**config.mk**
```make
export PLATFORM = sky130hd
export DESIGN_NAME = global_controller
export DESIGN_NICKNAME = d
export VERILOG_FILES = /design/src/source/gc_pkg.sv /design/src/source/sync_fifo.sv /design/src/source/request_intake.sv /design/src/source/pending_write_buffer.sv /design/src/source/command_arbiter.sv /design/src/source/read_return_path.sv /design/src/source/global_controller.sv
export SDC_FILE = /design/constraint.sdc
export NUM_CORES = 1
export LEC_CHECK = 0
export ABC_AREA = 1
export BUFFER_PORTS_ARGS = -buffer_cell sky130_fd_sc_hd__buf_2
export CORE_MARGIN = 2
export CORE_UTILIZATION = 40
export DETAILED_ROUTE_END_ITERATION = 8
export SKIP_LAST_GASP = 1
export SYNTH_ARGS = -nofsm -noshare
export SYNTH_HDL_FRONTEND = slang
export SYNTH_HIERARCHICAL = 1
export SYNTH_SLANG_ARGS = --single-unit
```
**constraint.sdc**
```tcl
create_clock -name i_clk -period 5.2 [get_ports i_clk]
set_input_delay 0.26 -clock i_clk [delete_from_list [all_inputs] [get_ports i_clk]]
set_output_delay 0.26 -clock i_clk [all_outputs]
set_load 0.02 [all_outputs]
```
**src/source/gc_pkg.sv**
```systemverilog
// shared opcode and intake types plus default sizes for the DRAM request scheduler
package gc_pkg;

    // request and command opcode
    typedef enum logic
    {
        OP_READ  = 1'b0,
        OP_WRITE = 1'b1
    } op_t;

    // write burst intake FSM
    typedef enum logic
    {
        IDLE    = 1'b0,
        COLLECT = 1'b1
    } intake_state_t;

    // default sizes, overridden from the top level
    localparam int BEAT_W     = 16;
    localparam int BEATS      = 4;
    localparam int ADDR_W     = 10;
    localparam int REQ_DEPTH  = 4;
    localparam int FLUSH_MARK = 3;
    localparam int RDQ_DEPTH  = 4;
    localparam int STALL_MARK = 3;

endpackage

```
**src/source/sync_fifo.sv**
```systemverilog
// synchronous circular FIFO with look-ahead head word and occupancy count
module sync_fifo
#(
    parameter int WIDTH = 8,
    parameter int DEPTH = 4
)
(
    input  logic                       i_clk,
    input  logic                       i_rst_n,
    input  logic                       i_push,
    input  logic                       i_pop,
    input  logic [WIDTH-1:0]           i_data,
    output logic [WIDTH-1:0]           o_data,
    output logic                       o_full,
    output logic                       o_empty,
    output logic [$clog2(DEPTH+1)-1:0] o_count
);

    localparam int PTR_W = (DEPTH > 1) ? $clog2(DEPTH) : 1;

    logic [WIDTH-1:0] mem [DEPTH];
    logic [PTR_W-1:0] wr_ptr;
    logic [PTR_W-1:0] rd_ptr;
    logic             do_push;
    logic             do_pop;

    assign o_empty = (o_count == '0);
    assign o_full  = (o_count == ($clog2(DEPTH+1))'(DEPTH));
    assign do_push = i_push && !o_full;
    assign do_pop  = i_pop && !o_empty;

    // head is always visible
    assign o_data = mem[rd_ptr];

    always_ff @(posedge i_clk or negedge i_rst_n)
    begin
        if (!i_rst_n)
        begin
            wr_ptr  <= '0;
            rd_ptr  <= '0;
            o_count <= '0;
        end
        else
        begin
            if (do_push)
                wr_ptr <= (wr_ptr == PTR_W'(DEPTH - 1)) ? '0 : wr_ptr + 1'b1;
            if (do_pop)
                rd_ptr <= (rd_ptr == PTR_W'(DEPTH - 1)) ? '0 : rd_ptr + 1'b1;
            o_count <= o_count + do_push - do_pop;
        end
    end

    always_ff @(posedge i_clk)
    begin
        if (do_push)
            mem[wr_ptr] <= i_data;
    end

endmodule

```
**src/source/request_intake.sv**
```systemverilog
// request intake: takes single-beat reads and packs write bursts into full words
module request_intake
#(
    parameter int BEAT_W = gc_pkg::BEAT_W,
    parameter int BEATS  = gc_pkg::BEATS,
    parameter int ADDR_W = gc_pkg::ADDR_W
)
(
    input  logic                    i_clk,
    input  logic                    i_rst_n,
    input  logic                    i_req_valid,
    input  gc_pkg::op_t             i_req_op,
    input  logic [ADDR_W-1:0]       i_req_addr,
    input  logic [BEAT_W-1:0]       i_req_wdata,
    input  logic                    i_rdq_full,
    input  logic                    i_wrq_full,
    input  logic                    i_flush,
    output logic                    o_req_ready,
    output logic                    o_rd_push,
    output logic [ADDR_W-1:0]       o_rd_addr,
    output logic                    o_wr_push,
    output logic [ADDR_W-1:0]       o_wr_addr,
    output logic [BEAT_W*BEATS-1:0] o_wr_word
);

    localparam int WORD_W = BEAT_W * BEATS;
    localparam int CNT_W  = (BEATS > 1) ? $clog2(BEATS) : 1;

    gc_pkg::intake_state_t state;
    logic [CNT_W-1:0]      beat_cnt;
    logic                  run;
    logic                  xfer;
    logic [ADDR_W-1:0]     addr_q;
    logic [WORD_W-1:0]     word_q;

    // queue flags lag a push by one cycle, so hold ready off while one is in flight.
    // once a burst has started, ready stays up until its last beat
    assign o_req_ready = (state == gc_pkg::COLLECT) ||
                         (run && !i_rdq_full && !i_wrq_full && !i_flush &&
                          !o_rd_push && !o_wr_push);
    assign xfer = i_req_valid && o_req_ready;

    assign o_rd_addr = addr_q;
    assign o_wr_addr = addr_q;
    assign o_wr_word = word_q;

    always_ff @(posedge i_clk or negedge i_rst_n)
    begin
        if (!i_rst_n)
        begin
            state     <= gc_pkg::IDLE;
            beat_cnt  <= '0;
            run       <= 1'b0;
            o_rd_push <= 1'b0;
            o_wr_push <= 1'b0;
        end
        else
        begin
            run       <= 1'b1;
            o_rd_push <= 1'b0;
            o_wr_push <= 1'b0;
            if (xfer && state == gc_pkg::IDLE)
            begin
                if (i_req_op == gc_pkg::OP_READ)
                begin
                    o_rd_push <= 1'b1;
                end
                else
                begin
                    state    <= gc_pkg::COLLECT;
                    beat_cnt <= CNT_W'(1);
                end
            end
            else if (xfer)
            begin
                // last beat closes the burst
                if (beat_cnt == CNT_W'(BEATS - 1))
                begin
                    state     <= gc_pkg::IDLE;
                    o_wr_push <= 1'b1;
                end
                beat_cnt <= beat_cnt + 1'b1;
            end
        end
    end

    // beats shift in from the top, so beat 0 ends up lowest
    always_ff @(posedge i_clk)
    begin
        if (xfer && state == gc_pkg::IDLE)
            addr_q <= i_req_addr;
        if (xfer)
            word_q <= {i_req_wdata, word_q[WORD_W-1:BEAT_W]};
    end

endmodule

```
**src/source/pending_write_buffer.sv**
```systemverilog
// write queue with per-slot address compare for read-after-write and flush control
module pending_write_buffer
#(
    parameter int BEAT_W     = gc_pkg::BEAT_W,
    parameter int BEATS      = gc_pkg::BEATS,
    parameter int ADDR_W     = gc_pkg::ADDR_W,
    parameter int REQ_DEPTH  = gc_pkg::REQ_DEPTH,
    parameter int FLUSH_MARK = gc_pkg::FLUSH_MARK
)
(
    input  logic                    i_clk,
    input  logic                    i_rst_n,
    input  logic                    i_wr_push,
    input  logic [ADDR_W-1:0]       i_wr_addr,
    input  logic [BEAT_W*BEATS-1:0] i_wr_word,
    input  logic                    i_rd_check,
    input  logic [ADDR_W-1:0]       i_rd_addr,
    input  logic                    i_pop,
    output logic [ADDR_W-1:0]       o_head_addr,
    output logic [BEAT_W*BEATS-1:0] o_head_word,
    output logic                    o_empty,
    output logic                    o_full,
    output logic                    o_flush
);

    localparam int WORD_W = BEAT_W * BEATS;
    localparam int PTR_W  = (REQ_DEPTH > 1) ? $clog2(REQ_DEPTH) : 1;
    localparam int CNT_W  = $clog2(REQ_DEPTH + 1);

    logic [ADDR_W-1:0]    addr_mem [REQ_DEPTH];
    logic [WORD_W-1:0]    word_mem [REQ_DEPTH];
    logic [REQ_DEPTH-1:0] slot_valid;
    logic [PTR_W-1:0]     wr_ptr;
    logic [PTR_W-1:0]     rd_ptr;
    logic [CNT_W-1:0]     count;
    logic [CNT_W-1:0]     count_next;
    logic                 do_push;
    logic                 do_pop;
    logic                 raw_hit;

    assign o_empty     = (count == '0);
    assign o_full      = (count == CNT_W'(REQ_DEPTH));
    assign do_push     = i_wr_push && !o_full;
    assign do_pop      = i_pop && !o_empty;
    assign o_head_addr = addr_mem[rd_ptr];
    assign o_head_word = word_mem[rd_ptr];
    assign count_next  = count + do_push - do_pop;

    // pushed read against every live slot
    always_comb
    begin
        raw_hit = 1'b0;
        for (int i = 0; i < REQ_DEPTH; i++)
        begin
            if (i_rd_check && slot_valid[i] && addr_mem[i] == i_rd_addr)
                raw_hit = 1'b1;
        end
    end

    always_ff @(posedge i_clk or negedge i_rst_n)
    begin
        if (!i_rst_n)
        begin
            wr_ptr     <= '0;
            rd_ptr     <= '0;
            count      <= '0;
            slot_valid <= '0;
            o_flush    <= 1'b0;
        end
        else
        begin
            if (do_push)
            begin
                slot_valid[wr_ptr] <= 1'b1;
                wr_ptr <= (wr_ptr == PTR_W'(REQ_DEPTH - 1)) ? '0 : wr_ptr + 1'b1;
            end
            if (do_pop)
            begin
                slot_valid[rd_ptr] <= 1'b0;
                rd_ptr <= (rd_ptr == PTR_W'(REQ_DEPTH - 1)) ? '0 : rd_ptr + 1'b1;
            end
            count <= count_next;

            // flush holds until the queue has drained
            if (raw_hit || count_next >= CNT_W'(FLUSH_MARK))
                o_flush <= 1'b1;
            else if (count_next == '0)
                o_flush <= 1'b0;
        end
    end

    always_ff @(posedge i_clk)
    begin
        if (do_push)
        begin
            addr_mem[wr_ptr] <= i_wr_addr;
            word_mem[wr_ptr] <= i_wr_word;
        end
    end

endmodule

```
**src/source/command_arbiter.sv**
```systemverilog
// read/write queue arbiter, issues one registered command per backend ready cycle
module command_arbiter
#(
    parameter int BEAT_W = gc_pkg::BEAT_W,
    parameter int BEATS  = gc_pkg::BEATS,
    parameter int ADDR_W = gc_pkg::ADDR_W
)
(
    input  logic                    i_clk,
    input  logic                    i_rst_n,
    input  logic                    i_cmd_ready,
    input  logic                    i_rdq_empty,
    input  logic [ADDR_W-1:0]       i_rdq_addr,
    input  logic                    i_wrq_empty,
    input  logic [ADDR_W-1:0]       i_wrq_addr,
    input  logic [BEAT_W*BEATS-1:0] i_wrq_word,
    input  logic                    i_flush,
    output logic                    o_rdq_pop,
    output logic                    o_wrq_pop,
    output logic                    o_cmd_valid,
    output gc_pkg::op_t             o_cmd_op,
    output logic [ADDR_W-1:0]       o_cmd_addr,
    output logic [BEAT_W*BEATS-1:0] o_cmd_wdata
);

    logic take;
    logic sel_wr;

    // writes go first in flush mode or when no read waits
    assign sel_wr    = !i_wrq_empty && (i_flush || i_rdq_empty);
    assign take      = i_cmd_ready && (!i_rdq_empty || !i_wrq_empty);
    assign o_wrq_pop = take && sel_wr;
    assign o_rdq_pop = take && !sel_wr;

    always_ff @(posedge i_clk or negedge i_rst_n)
    begin
        if (!i_rst_n)
            o_cmd_valid <= 1'b0;
        else
            o_cmd_valid <= take;
    end

    always_ff @(posedge i_clk)
    begin
        if (take)
        begin
            o_cmd_op    <= sel_wr ? gc_pkg::OP_WRITE : gc_pkg::OP_READ;
            o_cmd_addr  <= sel_wr ? i_wrq_addr : i_rdq_addr;
            o_cmd_wdata <= i_wrq_word;
        end
    end

endmodule

```
**src/source/read_return_path.sv**
```systemverilog
// read return path: captures backend words, queues them and sends them out beat by beat
module read_return_path
#(
    parameter int BEAT_W     = gc_pkg::BEAT_W,
    parameter int BEATS      = gc_pkg::BEATS,
    parameter int RDQ_DEPTH  = gc_pkg::RDQ_DEPTH,
    parameter int STALL_MARK = gc_pkg::STALL_MARK
)
(
    input  logic                    i_clk,
    input  logic                    i_rst_n,
    input  logic                    i_ret_valid,
    input  logic [BEAT_W*BEATS-1:0] i_ret_data,
    input  logic                    i_rd_ready,
    output logic                    o_ret_ready,
    output logic                    o_rd_valid,
    output logic [BEAT_W-1:0]       o_rd_data
);

    localparam int WORD_W = BEAT_W * BEATS;
    localparam int OCC_W  = $clog2(RDQ_DEPTH + 1);
    localparam int BCNT_W = (BEATS > 1) ? $clog2(BEATS) : 1;

    logic              take;
    logic              cap_valid;
    logic [WORD_W-1:0] cap_data;
    logic [WORD_W-1:0] rdq_word;
    logic              rdq_empty;
    logic              rdq_pop;
    logic [OCC_W-1:0]  rdq_count;
    logic [OCC_W:0]    fill;
    logic              stall;
    logic              fire;
    logic [BCNT_W-1:0] beat_cnt;

    //////////////////////////////////////////////////
    // capture and stall
    //////////////////////////////////////////////////
    assign take = i_ret_valid && o_ret_ready;

    // count words still in flight, ready reacts a cycle late
    assign fill  = rdq_count + cap_valid + take;
    assign stall = (fill >= (OCC_W + 1)'(STALL_MARK));

    always_ff @(posedge i_clk or negedge i_rst_n)
    begin
        if (!i_rst_n)
        begin
            cap_valid   <= 1'b0;
            o_ret_ready <= 1'b0;
        end
        else
        begin
            cap_valid   <= take;
            o_ret_ready <= !stall;
        end
    end

    always_ff @(posedge i_clk)
    begin
        if (take)
            cap_data <= i_ret_data;
    end

    sync_fifo #(
        .WIDTH (WORD_W),
        .DEPTH (RDQ_DEPTH)
    ) u_rd_data_q (
        .i_clk   (i_clk),
        .i_rst_n (i_rst_n),
        .i_push  (cap_valid),
        .i_pop   (rdq_pop),
        .i_data  (cap_data),
        .o_data  (rdq_word),
        .o_full  (),
        .o_empty (rdq_empty),
        .o_count (rdq_count)
    );

    //////////////////////////////////////////////////
    // beat serializer
    //////////////////////////////////////////////////
    assign fire    = i_rd_ready && !rdq_empty;
    assign rdq_pop = fire && (beat_cnt == BCNT_W'(BEATS - 1));

    always_ff @(posedge i_clk or negedge i_rst_n)
    begin
        if (!i_rst_n)
        begin
            beat_cnt   <= '0;
            o_rd_valid <= 1'b0;
        end
        else
        begin
            o_rd_valid <= fire;
            if (rdq_pop)
                beat_cnt <= '0;
            else if (fire)
                beat_cnt <= beat_cnt + 1'b1;
        end
    end

    // beat 0 first, lowest bits
    always_ff @(posedge i_clk)
    begin
        if (fire)
            o_rd_data <= rdq_word[beat_cnt*BEAT_W +: BEAT_W];
    end

endmodule

```
**src/source/global_controller.sv**
```systemverilog
// DRAM front-end request scheduler top level between one requester and one bank controller
module global_controller
#(
    parameter int BEAT_W     = gc_pkg::BEAT_W,
    parameter int BEATS      = gc_pkg::BEATS,
    parameter int ADDR_W     = gc_pkg::ADDR_W,
    parameter int REQ_DEPTH  = gc_pkg::REQ_DEPTH,
    parameter int FLUSH_MARK = gc_pkg::FLUSH_MARK,
    parameter int RDQ_DEPTH  = gc_pkg::RDQ_DEPTH,
    parameter int STALL_MARK = gc_pkg::STALL_MARK
)
(
    input  logic                    i_clk,
    input  logic                    i_rst_n,
    // requester request side
    input  logic                    i_req_valid,
    input  gc_pkg::op_t             i_req_op,
    input  logic [ADDR_W-1:0]       i_req_addr,
    input  logic [BEAT_W-1:0]       i_req_wdata,
    output logic                    o_req_ready,
    // backend command side
    input  logic                    i_cmd_ready,
    output logic                    o_cmd_valid,
    output gc_pkg::op_t             o_cmd_op,
    output logic [ADDR_W-1:0]       o_cmd_addr,
    output logic [BEAT_W*BEATS-1:0] o_cmd_wdata,
    // backend return side
    input  logic                    i_ret_valid,
    input  logic [BEAT_W*BEATS-1:0] i_ret_data,
    output logic                    o_ret_ready,
    // requester read side
    input  logic                    i_rd_ready,
    output logic                    o_rd_valid,
    output logic [BEAT_W-1:0]       o_rd_data
);

    localparam int WORD_W = BEAT_W * BEATS;

    logic              rd_push;
    logic [ADDR_W-1:0] rd_addr;
    logic              wr_push;
    logic [ADDR_W-1:0] wr_addr;
    logic [WORD_W-1:0] wr_word;
    logic              rdq_pop;
    logic              rdq_full;
    logic              rdq_empty;
    logic [ADDR_W-1:0] rdq_addr;
    logic              wrq_pop;
    logic              wrq_full;
    logic              wrq_empty;
    logic [ADDR_W-1:0] wrq_addr;
    logic [WORD_W-1:0] wrq_word;
    logic              wr_flush;

    //////////////////////////////////////////////////
    // request side
    //////////////////////////////////////////////////
    request_intake #(
        .BEAT_W (BEAT_W),
        .BEATS  (BEATS),
        .ADDR_W (ADDR_W)
    ) u_intake (
        .i_clk       (i_clk),
        .i_rst_n     (i_rst_n),
        .i_req_valid (i_req_valid),
        .i_req_op    (i_req_op),
        .i_req_addr  (i_req_addr),
        .i_req_wdata (i_req_wdata),
        .i_rdq_full  (rdq_full),
        .i_wrq_full  (wrq_full),
        .i_flush     (wr_flush),
        .o_req_ready (o_req_ready),
        .o_rd_push   (rd_push),
        .o_rd_addr   (rd_addr),
        .o_wr_push   (wr_push),
        .o_wr_addr   (wr_addr),
        .o_wr_word   (wr_word)
    );

    // read request queue
    sync_fifo #(
        .WIDTH (ADDR_W),
        .DEPTH (REQ_DEPTH)
    ) u_rd_req_q (
        .i_clk   (i_clk),
        .i_rst_n (i_rst_n),
        .i_push  (rd_push),
        .i_pop   (rdq_pop),
        .i_data  (rd_addr),
        .o_data  (rdq_addr),
        .o_full  (rdq_full),
        .o_empty (rdq_empty),
        .o_count ()
    );

    pending_write_buffer #(
        .BEAT_W     (BEAT_W),
        .BEATS      (BEATS),
        .ADDR_W     (ADDR_W),
        .REQ_DEPTH  (REQ_DEPTH),
        .FLUSH_MARK (FLUSH_MARK)
    ) u_wr_buf (
        .i_clk       (i_clk),
        .i_rst_n     (i_rst_n),
        .i_wr_push   (wr_push),
        .i_wr_addr   (wr_addr),
        .i_wr_word   (wr_word),
        .i_rd_check  (rd_push),
        .i_rd_addr   (rd_addr),
        .i_pop       (wrq_pop),
        .o_head_addr (wrq_addr),
        .o_head_word (wrq_word),
        .o_empty     (wrq_empty),
        .o_full      (wrq_full),
        .o_flush     (wr_flush)
    );

    //////////////////////////////////////////////////
    // backend side
    //////////////////////////////////////////////////
    command_arbiter #(
        .BEAT_W (BEAT_W),
        .BEATS  (BEATS),
        .ADDR_W (ADDR_W)
    ) u_arbiter (
        .i_clk       (i_clk),
        .i_rst_n     (i_rst_n),
        .i_cmd_ready (i_cmd_ready),
        .i_rdq_empty (rdq_empty),
        .i_rdq_addr  (rdq_addr),
        .i_wrq_empty (wrq_empty),
        .i_wrq_addr  (wrq_addr),
        .i_wrq_word  (wrq_word),
        .i_flush     (wr_flush),
        .o_rdq_pop   (rdq_pop),
        .o_wrq_pop   (wrq_pop),
        .o_cmd_valid (o_cmd_valid),
        .o_cmd_op    (o_cmd_op),
        .o_cmd_addr  (o_cmd_addr),
        .o_cmd_wdata (o_cmd_wdata)
    );

    read_return_path #(
        .BEAT_W     (BEAT_W),
        .BEATS      (BEATS),
        .RDQ_DEPTH  (RDQ_DEPTH),
        .STALL_MARK (STALL_MARK)
    ) u_ret_path (
        .i_clk       (i_clk),
        .i_rst_n     (i_rst_n),
        .i_ret_valid (i_ret_valid),
        .i_ret_data  (i_ret_data),
        .i_rd_ready  (i_rd_ready),
        .o_ret_ready (o_ret_ready),
        .o_rd_valid  (o_rd_valid),
        .o_rd_data   (o_rd_data)
    );

endmodule

```
==> impl_results.md, run 1 <==
- Die W: just under 300 µm
- Mapped Nets: approximately 2600
- Drt pass-1 iters: 6
- Syn-to-layout area delta: 17.2%
- Crit path cell chain: nor3_1 > inv_1 > o21ai_2 > nor2_1 > inv_1 > nor2_2 > ha_1 > inv_1 > ha_1 > fa_1 > maj3_1 > nor2_1 > nand2_1 > nor2_1 > nand2_1
- Peak per-stage delay on the critical path: between 0.4 and 0.5 ns
- # IOs: approximately 190
- Max-cap violation count: 0
- Hold Path Class: in -> reg
- Wire per inst: 18.9 µm
- Fin crit share: 0.638
- Slew headroom: 0.134
- CTS tree: built
- Antenna Nets Post-Route: 0
- CP max FO: 12
- Max-slew violations: 0
- Leak: around 15 nW
- Worst EP required: 5.74 ns
- Crit path capture type: flip-flop
- Initial antenna violation count: 3
- Netlist Area Pre-Place: 33600 µm²
- Final min period: 3.32 ns
- Register clock-pin slew on the reported worst setup and hold paths: roughly 0.06 ns
- Crit Path Category: reg -> reg
- Die Height: 294 µm
- CP max stage cell: fa_1
- DRC errors left: 0
- Filler cells: 7169
- Largest net degree at the start of global routing: 144
- Footprint of the multi-input gates: 5960 µm²
- Clock skew: 0.0446 ns
- Worst setup margin: 1.88 ns
- RSZ-0062 raised after global routing: no
- Total Routed Length: approximately 74 mm
- GRT Overall Usage: 0.169
- Syn Area/Cell: 13.7 µm²
- Setup WS pre-CTS: 1.88 ns
- Placeable core region: 83400 µm²
- Share of cells above drive strength 1: 0.146
- Later-pin clock latency in the skew report: about 0.65 ns
- Hold Fails Final Rpt: 0
- Initial core utilization: 0.403
- Pwr dens: between 500 and 600 nW/µm²
- CTS Buf Count: 91
- Initial DRC count: 1494
- H-tree depth: 3
- Yosys Warn Count: 6
- Final Net Count: 2874
- F_max: 302 MHz
- Routability cong.: 0.797
- CTS Buffer Depth: 3
- Slew @ Worst Pin: 1.30 ns
- CP Data Arrival Time: 3.85 ns
- Seq. cell area: 25600 µm²
- Status: completed
- Post-synthesis cell count: 2460
- Die area: 86400 µm²
- Worst vdd ir: 0.379 mV
- IO Port Bufs: 191
- DP Wirelength: 43.0 mm
- Type of origin of the critical path: flip-flop
- CTS root buffer: clkbuf_16
- Vias/cell: 4.97
- Final setup viols: 0
- # clock sinks: 859
- Setup TNS: 0 ns
- Num rows: 106
- Via count: 19400
- First-pass GRT wire length: about 110 mm
- Overflow after GRT: 0
- Vias in the first global route: 19600
per-layer routing:
layer	share of wire	vias to the layer above	GRT usage
li1	-	9175	-
met1	0.42	9610	0.214
met2	0.50	503	0.290
met3	0.060	125	0.0341
met4	0.026	6	0.0538
met5	0.00048	-	0
metrics by stage:
step	total power (W)	instances	utilization	hold WS (ns)	area, µm²
4_1_cts	0.0217	3903	0.472	0.0469	39400
3_5_place_dp	0.0150	3639	0.424	0.438	35300
6_report	0.0215	3906	0.472	0.0899	39400
5_1_grt	0.0226	3903	0.472	0.0971	39400
3_3_place_gp	0.0148	3639	0.424	0.436	35300
2_1_floorplan	0.0134	2460	-	-0.0356	33600
repair_timing:
item	4_1_cts	5_1_grt
endpoints found under the hold margin	132	0
hold buffers	94	0
resized for setup	0	0
buffers inserted	0	0
setup endpoints to repair	0	0
placed cells by master (no fill, tap or decap), types with 12 or more instances in the layout:
cell and count:
a21oi_1 12, buf_2 191, buf_4 26, bufinv_16 12, clkbuf_1 20, clkbuf_16 92, clkinv_2 21, dfrtp_1 34
dlygate4sd3_1 94, edfxtp_1 821, ha_1 27, inv_1 306, nand2_1 436, nand2_2 14, nand3_1 66, nor2_1 183
o211ai_1 147, o21ai_0 156, o22ai_1 72
critical path: cells and delay by family (launching register included):
family,cells,cell delay [ns]
adders and majority gates,4,1.34
and+or+nand+nor,7,0.83
AOI/OAI and AO/OA,1,0.28
buffers and inverters,3,0.40
DFF,1,0.40
worst paths after layout:
kind,depth (start not counted),end,from,slack [ns]
setup / recovery,15,u_wr_buf/o_flush,u_wr_buf/count[1],1.88
hold / removal,3,u_ret_path/o_rd_valid,i_rd_ready,0.09
setup reg to reg,15,u_wr_buf/o_flush,u_wr_buf/count[1],1.88
hold reg to reg,0,u_ret_path/u_rd_data_q/mem[0][62],u_ret_path/cap_data[62],0.47
max in group asynchronous,2,u_wr_buf/rd_ptr[0],i_rst_n,4.16
min in group asynchronous,2,u_wr_buf/o_flush,i_rst_n,0.32
power breakdown:
part / internal (W) / total (W) / switching, W
clock network: 0.00395 / 0.00664 / 0.00269
registers: 0.00900 / 0.00966 / 0.000663
logic: 0.00151 / 0.00517 / 0.00365
total: 0.0145 / 0.0215 / 0.00700
area by class of cell:
cell class | instances | share of cell area
antenna | 3 | 0.000190
multi-input combinational | 1166 | 0.151
inverter | 314 | 0.0303
clock inverter | 54 | 0.0176
sequential | 859 | 0.650
clock buffer | 116 | 0.0617
timing repair buffer | 314 | 0.0546
tap | 1080 | 0.0343
sequential cells by signal (all words and copies together) (netlist names), 4 cells and up:
| name | count |
|---|---|
| u_ret_path/o_rd_data | 16 |
| u_arbiter/o_cmd_addr | 10 |
| u_ret_path/cap_data | 64 |
| u_rd_req_q/mem | 40 |
| u_intake/o_wr_word | 64 |
| u_ret_path/u_rd_data_q/mem | 256 |
| u_wr_buf/word_mem | 256 |
| u_wr_buf/addr_mem | 40 |
| u_arbiter/o_cmd_wdata | 64 |
| u_wr_buf/slot_valid | 4 |
| u_intake/o_rd_addr | 10 |
Note: power is estimated with default switching activity, not from simulation.
==> inputs of run 2 (changes only) <==
- ABC_AREA: 1 -> 0
- clock period: 5.2 -> 3.2 ns (I/O delays scaled with it)
==> impl_results.md, run 2 <==
- Status: completed
- Placed Area: 33900 µm² (-4.1%)
- Largest net degree at the start of global routing: 77 (-47%)
- Commonest non-fill, non-tap cell in the layout: edfxtp_1
- CP max FO: 4 (-8)
- Num rows: 102 (-3.8%)
- CP max stage cell: dfrtp_1
- Mapped Nets: 1427 (-45%)
- Routability cong.: 0.750 (-5.9%)
- Syn Area/Cell: 24.3 µm² (+78%)
- Synth cell count leaders: 821 x edfxtp_1, 152 x mux4_2, 38 x dfrtp_1
- Wire per inst: 21.5 µm (+14%)
- Final setup viols: 0 (unchanged)
- Net load switching power: 0.00846 W (+21%)
- Die W: 285 µm (-3.1%)
- Slew headroom: 0.335 (+0.201)
- CP Data Arrival Time: 3.38 ns (-0.47 ns)
- Antenna Nets Post-Route: 0 (unchanged)
- CTS root buffer: clkbuf_16
- Netlist Area Pre-Place: 31500 µm² (-6.2%)
- Switch share: 0.269 (-0.0571)
- Syn-to-layout area delta: 19.1%
- Filler cells: 6170 (-14%)
- Worst EP required: 3.67 ns (-2.07 ns)
- Clock skew: 0.0417 ns (-0.00290 ns)
- Vias/cell: 4.95 (-0.47%)
- Crit path capture type: flip-flop
- Initial core utilization: 0.406 (+0.00272)
- DP Wirelength: 33.7 mm (-22%)
- Cell taking the most area after synthesis: edfxtp_1
- Area share of the largest cell type after synthesis: 0.782
- # clock sinks: 859 (unchanged)
- Final Total Pwr: 0.0314 W (+46%)
- Initial DRC count: 884 (-41%)
- Post-synthesis sequential area ratio: 0.812
- RR Startpoint: u_rd_req_q/o_count[1]
- Post-synth ARST share: 0.0442
- Most common cell in the netlist: edfxtp_1
- Type of origin of the critical path: flip-flop
- GRT Overall Usage: 0.147 (-0.0213)
- Leak: 12.6 nW (-15%)
- Slew @ Worst Pin: 0.997 ns (-0.302 ns)
- # IOs: 192 (unchanged)
- CP bufs+invs: 2 (-1)
- Post-synth EDFFs: 821
- Crit Path Category: reg -> reg
- Die area: 81100 µm² (-6.1%)
- Vias in the first global route: 14800 (-24%)
- Total Routed Length: 59.4 mm (-19%)
- Initial antenna violation count: 0 (-3)
- Via count: 13700 (-30%)
- Post-synthesis register bit count: between 800 and 900
- Worst vdd ir: 0.499 mV (+32%)
- Post-synthesis cell count: 1299 (-47%)
- F_max: 343 MHz (+14%)
- Setup TNS: 0 ns (unchanged)
- Placeable core region: 77700 µm² (-6.8%)
- DRC errors left: 0 (unchanged)
- Fin area: 37600 µm² (-4.7%)
- Post-CTS Setup Bufs: 0 (unchanged)
- Beginning of the worst hold path: i_rd_ready
- Drt pass-1 iters: 5 (-1)
- Fin util: 0.483 (+0.0109)
- Register clock-pin slew on the reported worst setup and hold paths: 0.06 ns (about the same)
- IO Port Bufs: 191 (unchanged)
- Yosys cell types: 52
- CTS Buf Count: 88 (-3.3%)
- Worst Setup SP: u_rd_req_q/o_count[1]
- Leading post-synthesis cells by cell area: edfxtp_1 78%, mux4_2 11%, dfrtp_1 3.0%
- Comb power frac: 0.201 (-0.040)
- Fin crit share: 0.911 (+0.273)
- Die Height: 285 µm (-3.1%)
- Overflow after GRT: 0 (unchanged)
- CTS Buffer Depth: 3 (unchanged)
- Yosys Warn Count: 6 (unchanged)
- Main synth FF type: edfxtp_1
- Max-slew violations: 0 (unchanged)
- Largest regs: u_ret_path/u_rd_data_q/mem: 256 flops, u_wr_buf/word_mem: 256 flops
- Peak per-stage delay on the critical path: 0.44 ns (-0.04 ns)
- Share of cells above drive strength 1: 0.318 (+0.172)
- ANT cells: 0 (-3)
- Final min period: 2.92 ns (-0.401 ns)
- Seq. cell area: 25600 µm² (about the same)
- Int Pwr: 0.0230 W (+59%)
- Hold_ws: 0.120 ns (+0.0302 ns)
- Final Net Count: 1784 (-38%)
- Commonest non-fill, non-tap cells in the layout: 821 x edfxtp_1, 191 x buf_2, 152 x mux4_2, 95 x dlygate4sd3_1, 89 x clkbuf_16
- Crit path cell chain: nor3_2 > buf_4 > o21bai_4 > nor2_1 > nor2b_1 > ha_1 > inv_1 > ha_1 > fa_1 > maj3_1 > nor2_1 > o41ai_1 > nand3b_1
- Footprint of the multi-input gates: 5470 µm² (-8.2%)
- Top delay family on crit path: adder cells
- Later-pin clock latency in the skew report: 0.64 ns (about the same)
- First-pass GRT wire length: 90.2 mm (-20%)
- Hold Path Class: in -> reg
- Clk pwr share: 0.305 (-0.004)
- H-tree depth: 3 (unchanged)
- Pwr dens: 837 nW/µm² (+54%)
- Sequential share of power: 0.493 (+0.043)
- Max-cap violation count: 0 (unchanged)
- Hold Fails Final Rpt: 0 (unchanged)
- CTS tree: built
- RSZ-0062 raised after global routing: no
-- run 2: cell types whose count changed in the layout (fill, tap and decap cells not counted), sizes merged, moves of 11 or more --
| cell | before | now |
|---|---|---|
| xnor2 | 10 | 36 |
| o211ai | 149 | 1 |
| nor2 | 197 | 13 |
| nand2 | 451 | 8 |
| buf | 220 | 231 |
| clkbuf | 116 | 105 |
| mux4 | 0 | 164 |
| o21ai | 162 | 5 |
| a21oi | 13 | 2 |
| nand3 | 67 | 8 |
| inv | 317 | 32 |
| o22ai | 72 | 2 |
| mux2 | 0 | 18 |
| and2 | 0 | 15 |
-- run 2: tightest hold or removal path, cell delays in order --
cell	delay (ns)
buf_2	0.09
nor2b_2	0.14
buf_4	0.26
-- run 2: repair_timing --
action                    in CTS  in global routing
hold endpoints to repair     134                  0
resized for setup              0                  0
hold buffers                  95                  0
-- run 2: area by class of cell --
cell class / count / share of cell area
clock buffers: 105 / 0.0609
clock inverters: 51 / 0.0114
inverters: 26 / 0.00260
multi-input cells: 355 / 0.146
flip-flops and latches: 859 / 0.682
well taps: 1040 / 0.0346
repair buffers: 326 / 0.0628
-- run 2: power groups by stage --
stage,Clock (W),Sequential [W],Combinational (W)
2_1_floorplan,0,0.0156,0.00437
4_1_cts,0.00987,0.0156,0.00651
6_report,0.00960,0.0155,0.00633
3_5_place_dp,0,0.0158,0.00639
3_3_place_gp,0,0.0157,0.00633
5_1_grt,0.0103,0.0157,0.00686
-- run 2: final timing paths --
| path | endpoint | slack [ns] | depth (start not counted) |
|---|---|---|---|
| worst min register to register | u_ret_path/u_rd_data_q/mem[0][61] | 0.48 | 0 |
| max in group asynchronous | u_wr_buf/rd_ptr[0] | 2.20 | 2 |
| min in group asynchronous | u_arbiter/o_cmd_valid | 0.21 | 2 |
| worst min-delay path | u_ret_path/o_rd_valid | 0.12 | 3 |
| worst max register to register | u_wr_buf/o_flush | 0.28 | 13 |
| worst max-delay path | u_wr_buf/o_flush | 0.28 | 13 |
-- run 2: per-layer routing --
metal | routed length [µm] | GRT usage
met1 | 25600 | 0.196
met2 | 30200 | 0.249
met3 | 2470 | 0.0278
met4 | 1190 | 0.0434
met5 | 0 | 0
-- run 2: metrics by stage --
step	worst slack [ns]	instances
CTS	0.275	2762
floorplan	0.0776	1299
global placement	0.394	2511
detailed placement	0.324	2511
global route	0.0659	2762
finish	0.284	2762
-- run 2: cells by family (layout without fill, tap and decap cells) --
family          after synthesis  count (layout)  share of synthesized area
flops                       859             859                      0.812
other cells                   1               1                   0.000119
simple gates                 71              71                     0.0140
buf+inv                      85             508                     0.0155
fa+ha+maj                    32              32                     0.0136
mux                         182             182                      0.126
compound gates               23              23                    0.00564
xor+xnor                     46              46                     0.0130
==> inputs of run 3 (changes only) <==
- GPL_TIMING_DRIVEN: default -> 0
- PLACE_DENSITY: default -> 0.6
==> impl_results.md, run 3 (synthesized netlist as in run 2, its figures left out) <==
- Largest net degree at the start of global routing: 53 (-31%)
- H-tree depth: 3 (unchanged)
- Register clock-pin slew on the reported worst setup and hold paths: 0.06 ns (about the same)
- Overflow after GRT: 0 (unchanged)
- Clock skew: 0.0517 ns (+0.0100 ns)
- Die area: 81100 µm² (unchanged)
- CTS root buffer: clkbuf_16
- Worst vdd ir: 0.574 mV (+15%)
- Routability cong.: 0.764 (+1.9%)
- Num rows: 102 (unchanged)
- DRC errors left: 0 (unchanged)
- Final Total Pwr: 0.0325 W (+3.4%)
- Placed Area: 34200 µm² (+0.83%)
- Via count: 14000 (+2.4%)
- Sequential share of power: 0.465 (-0.028)
- CP max FO: 9 (+5)
- Final min period: 3.03 ns (+0.119 ns)
- Crit Path Category: reg -> reg
- CP Data Arrival Time: 3.50 ns (+0.12 ns)
- Hold Path Class: in -> reg
- Commonest non-fill, non-tap cell in the layout: edfxtp_1
- GR Util met1: 0.210 (+0.0148)
- Die W: 285 µm (unchanged)
- Min-Delay Path Depth: 3 (unchanged)
- IO Port Bufs: 191 (unchanged)
- Commonest non-fill, non-tap cells in the layout: 821 x edfxtp_1, 208 x buf_2, 152 x mux4_2, 96 x dlygate4sd3_1, 89 x clkbuf_16
- Reg2Reg Depth: 14 (+1)
- Filler cells: 6239 (+1.1%)
- Wire per inst: 22.4 µm (+4.3%)
- Syn-to-layout area delta: 21.1%
- Worst Setup SP: u_wr_buf/count[2]
- ANT cells: 0 (unchanged)
- Pwr dens: 851 nW/µm² (+1.7%)
- Max-slew violations: 0 (unchanged)
- Comb power frac: 0.226 (+0.025)
- GRT Overall Usage: 0.156 (+0.00895)
- First-pass GRT wire length: 93.8 mm (+4.0%)
- RR Startpoint: u_wr_buf/count[2]
- Net load switching power: 0.00892 W (+5.5%)
- RSZ-0062 raised after global routing: no
- Worst Setup EP: u_wr_buf/o_flush
- CTS Buf Count: 89 (+1.1%)
- Hold Fails Final Rpt: 0 (unchanged)
- Clk pwr share: 0.309 (+0.004)
- Max-cap violation count: 0 (unchanged)
- Fin crit share: 0.948 (+0.0372)
- Grt met3 use: 0.0259 (-0.00184)
- CTS Buffer Depth: 3 (unchanged)
- DP Wirelength: 37.6 mm (+12%)
- Final setup viols: 0 (unchanged)
- Initial core utilization: 0.406 (unchanged)
- Fin area: 38200 µm² (+1.6%)
- Drt pass-1 iters: 5 (unchanged)
- Vias in the first global route: 15000 (+1.6%)
- Int Pwr: 0.0236 W (+2.6%)
- Slew headroom: 0.280 (-0.0553)
- F_max: 330 MHz (-3.9%)
- Initial DRC count: 959 (+8.5%)
- # IOs: 192 (unchanged)
- Antenna Nets Post-Route: 0 (unchanged)
- Later-pin clock latency in the skew report: 0.66 ns (+0.02 ns)
- Crit path capture type: flip-flop
- RR Endpoint: u_wr_buf/o_flush
- CTS tree: built
- Type of origin of the critical path: flip-flop
- Share of cells above drive strength 1: 0.330 (+0.0115)
- Flop-to-flop setup slack: 0.17 ns (-0.12 ns)
- Final Net Count: 1825 (+2.3%)
- Leak: 12.8 nW (+2.3%)
- Vias/cell: 4.98 (+0.58%)
- Placeable core region: 77700 µm² (unchanged)
- # clock sinks: 859 (unchanged)
- Initial antenna violation count: 1 (+1)
- Largest regs: u_ret_path/u_rd_data_q/mem: 256 flops, u_wr_buf/word_mem: 256 flops
- Slew @ Worst Pin: 1.08 ns (+0.0830 ns)
- Status: completed
- Met2 Resource Use GR: 0.260 (+0.0113)
- Die Height: 285 µm (unchanged)
- Total Routed Length: 63.1 mm (+6.1%)
- GR peak layer: met2
- Worst EP required: 3.66 ns (about the same)
- Switch share: 0.274 (+0.00539)
-- run 3: changes by cell type in the layout (fill, tap and decap cells not counted), moves of 5 or more --
cell,change
clkbuf_1,+13
buf_12,-9
clkbuf_8,+7
buf_2,+17
buf_16,+11
buf_4,-5
buf_6,+8
-- run 3: timing repair --
action / in CTS / in global routing
endpoints found under the hold margin: 135 / 0
resized for setup: 9 / 7
hold buffers: 96 / 0
endpoints found under the setup margin: 1 / 1
pin swaps: 2 / 3
setup buffers: 5 / 2
-- run 3: layout make-up --
cell class | count | area [µm²] | share of cell area
clock inverters | 48 | 519 | 0.0136
repair buffers | 307 | 2310 | 0.0606
multi-input cells | 355 | 5520 | 0.145
clock buffers | 117 | 2400 | 0.0629
plain buffers | 59 | 405 | 0.0106
flip-flops and latches | 859 | 25600 | 0.671
well taps | 1040 | 1300 | 0.0341
inverters | 26 | 97.6 | 0.00256
-- run 3: through the flow --
| step | TNS [ns] | hold slack [ns] | setup slack, ns | utilization | cells |
|---|---|---|---|---|---|
| after CTS | 0 | 0.118 | 0.0395 | 0.491 | 2809 |
| after global placement | -954.68 | 0.336 | -1.79 | 0.435 | 2530 |
| after detailed placement | -0.606 | 0.338 | -0.604 | 0.440 | 2543 |
| final | 0 | 0.167 | 0.165 | 0.491 | 2811 |
| after floorplan | 0 | -0.136 | 0.0776 | - | 1299 |
| after global routing | 0 | 0.146 | 0.0314 | 0.491 | 2811 |
-- run 3: per-layer routing --
| layer | vias up | share of wire |
|---|---|---|
| met5 | - | 0 |
| met4 | 0 | 0.026 |
| met3 | 88 | 0.045 |
| met2 | 346 | 0.50 |
| met1 | 7387 | 0.43 |
| li1 | 6169 | - |
-- run 3: how the worst min path moves through the flow --
| stage | endpoint | start | slack, ns |
|---|---|---|---|
| final | u_arbiter/o_cmd_wdata[14] | i_cmd_ready | 0.17 |
| after detailed placement | u_ret_path/cap_data[41] | i_ret_data[41] | 0.34 |
| after global routing | u_rd_req_q/rd_ptr[1] | i_cmd_ready | 0.15 |
| after CTS | u_arbiter/o_cmd_wdata[62] | i_cmd_ready | 0.12 |
| after global placement | u_ret_path/cap_data[38] | i_ret_data[38] | 0.34 |
| after floorplan | u_arbiter/o_cmd_valid | i_rst_n | -0.14 |
-- run 3: worst max-delay path: stages (launching register included) --
cell and delay [ns]:
dfrtp_1 0.42, nor3_4 0.20, o21bai_4 0.16, buf_8 0.11, nor2_1 0.03, nor2b_4 0.13, buf_8 0.13, ha_1 0.28
inv_1 0.06, ha_4 0.16, fa_1 0.49, maj3_2 0.33, nor2_2 0.12, o41ai_1 0.08, nand3b_1 0.19
-- run 3: power groups by stage --
stage                     clock, W  sequential [W]  combinational (W)
after floorplan                  0          0.0156            0.00437
after global placement           0          0.0154            0.00700
after detailed placement         0          0.0154            0.00728
after CTS                   0.0103          0.0152            0.00747
after global routing        0.0108          0.0153            0.00790
final                       0.0100          0.0151            0.00734
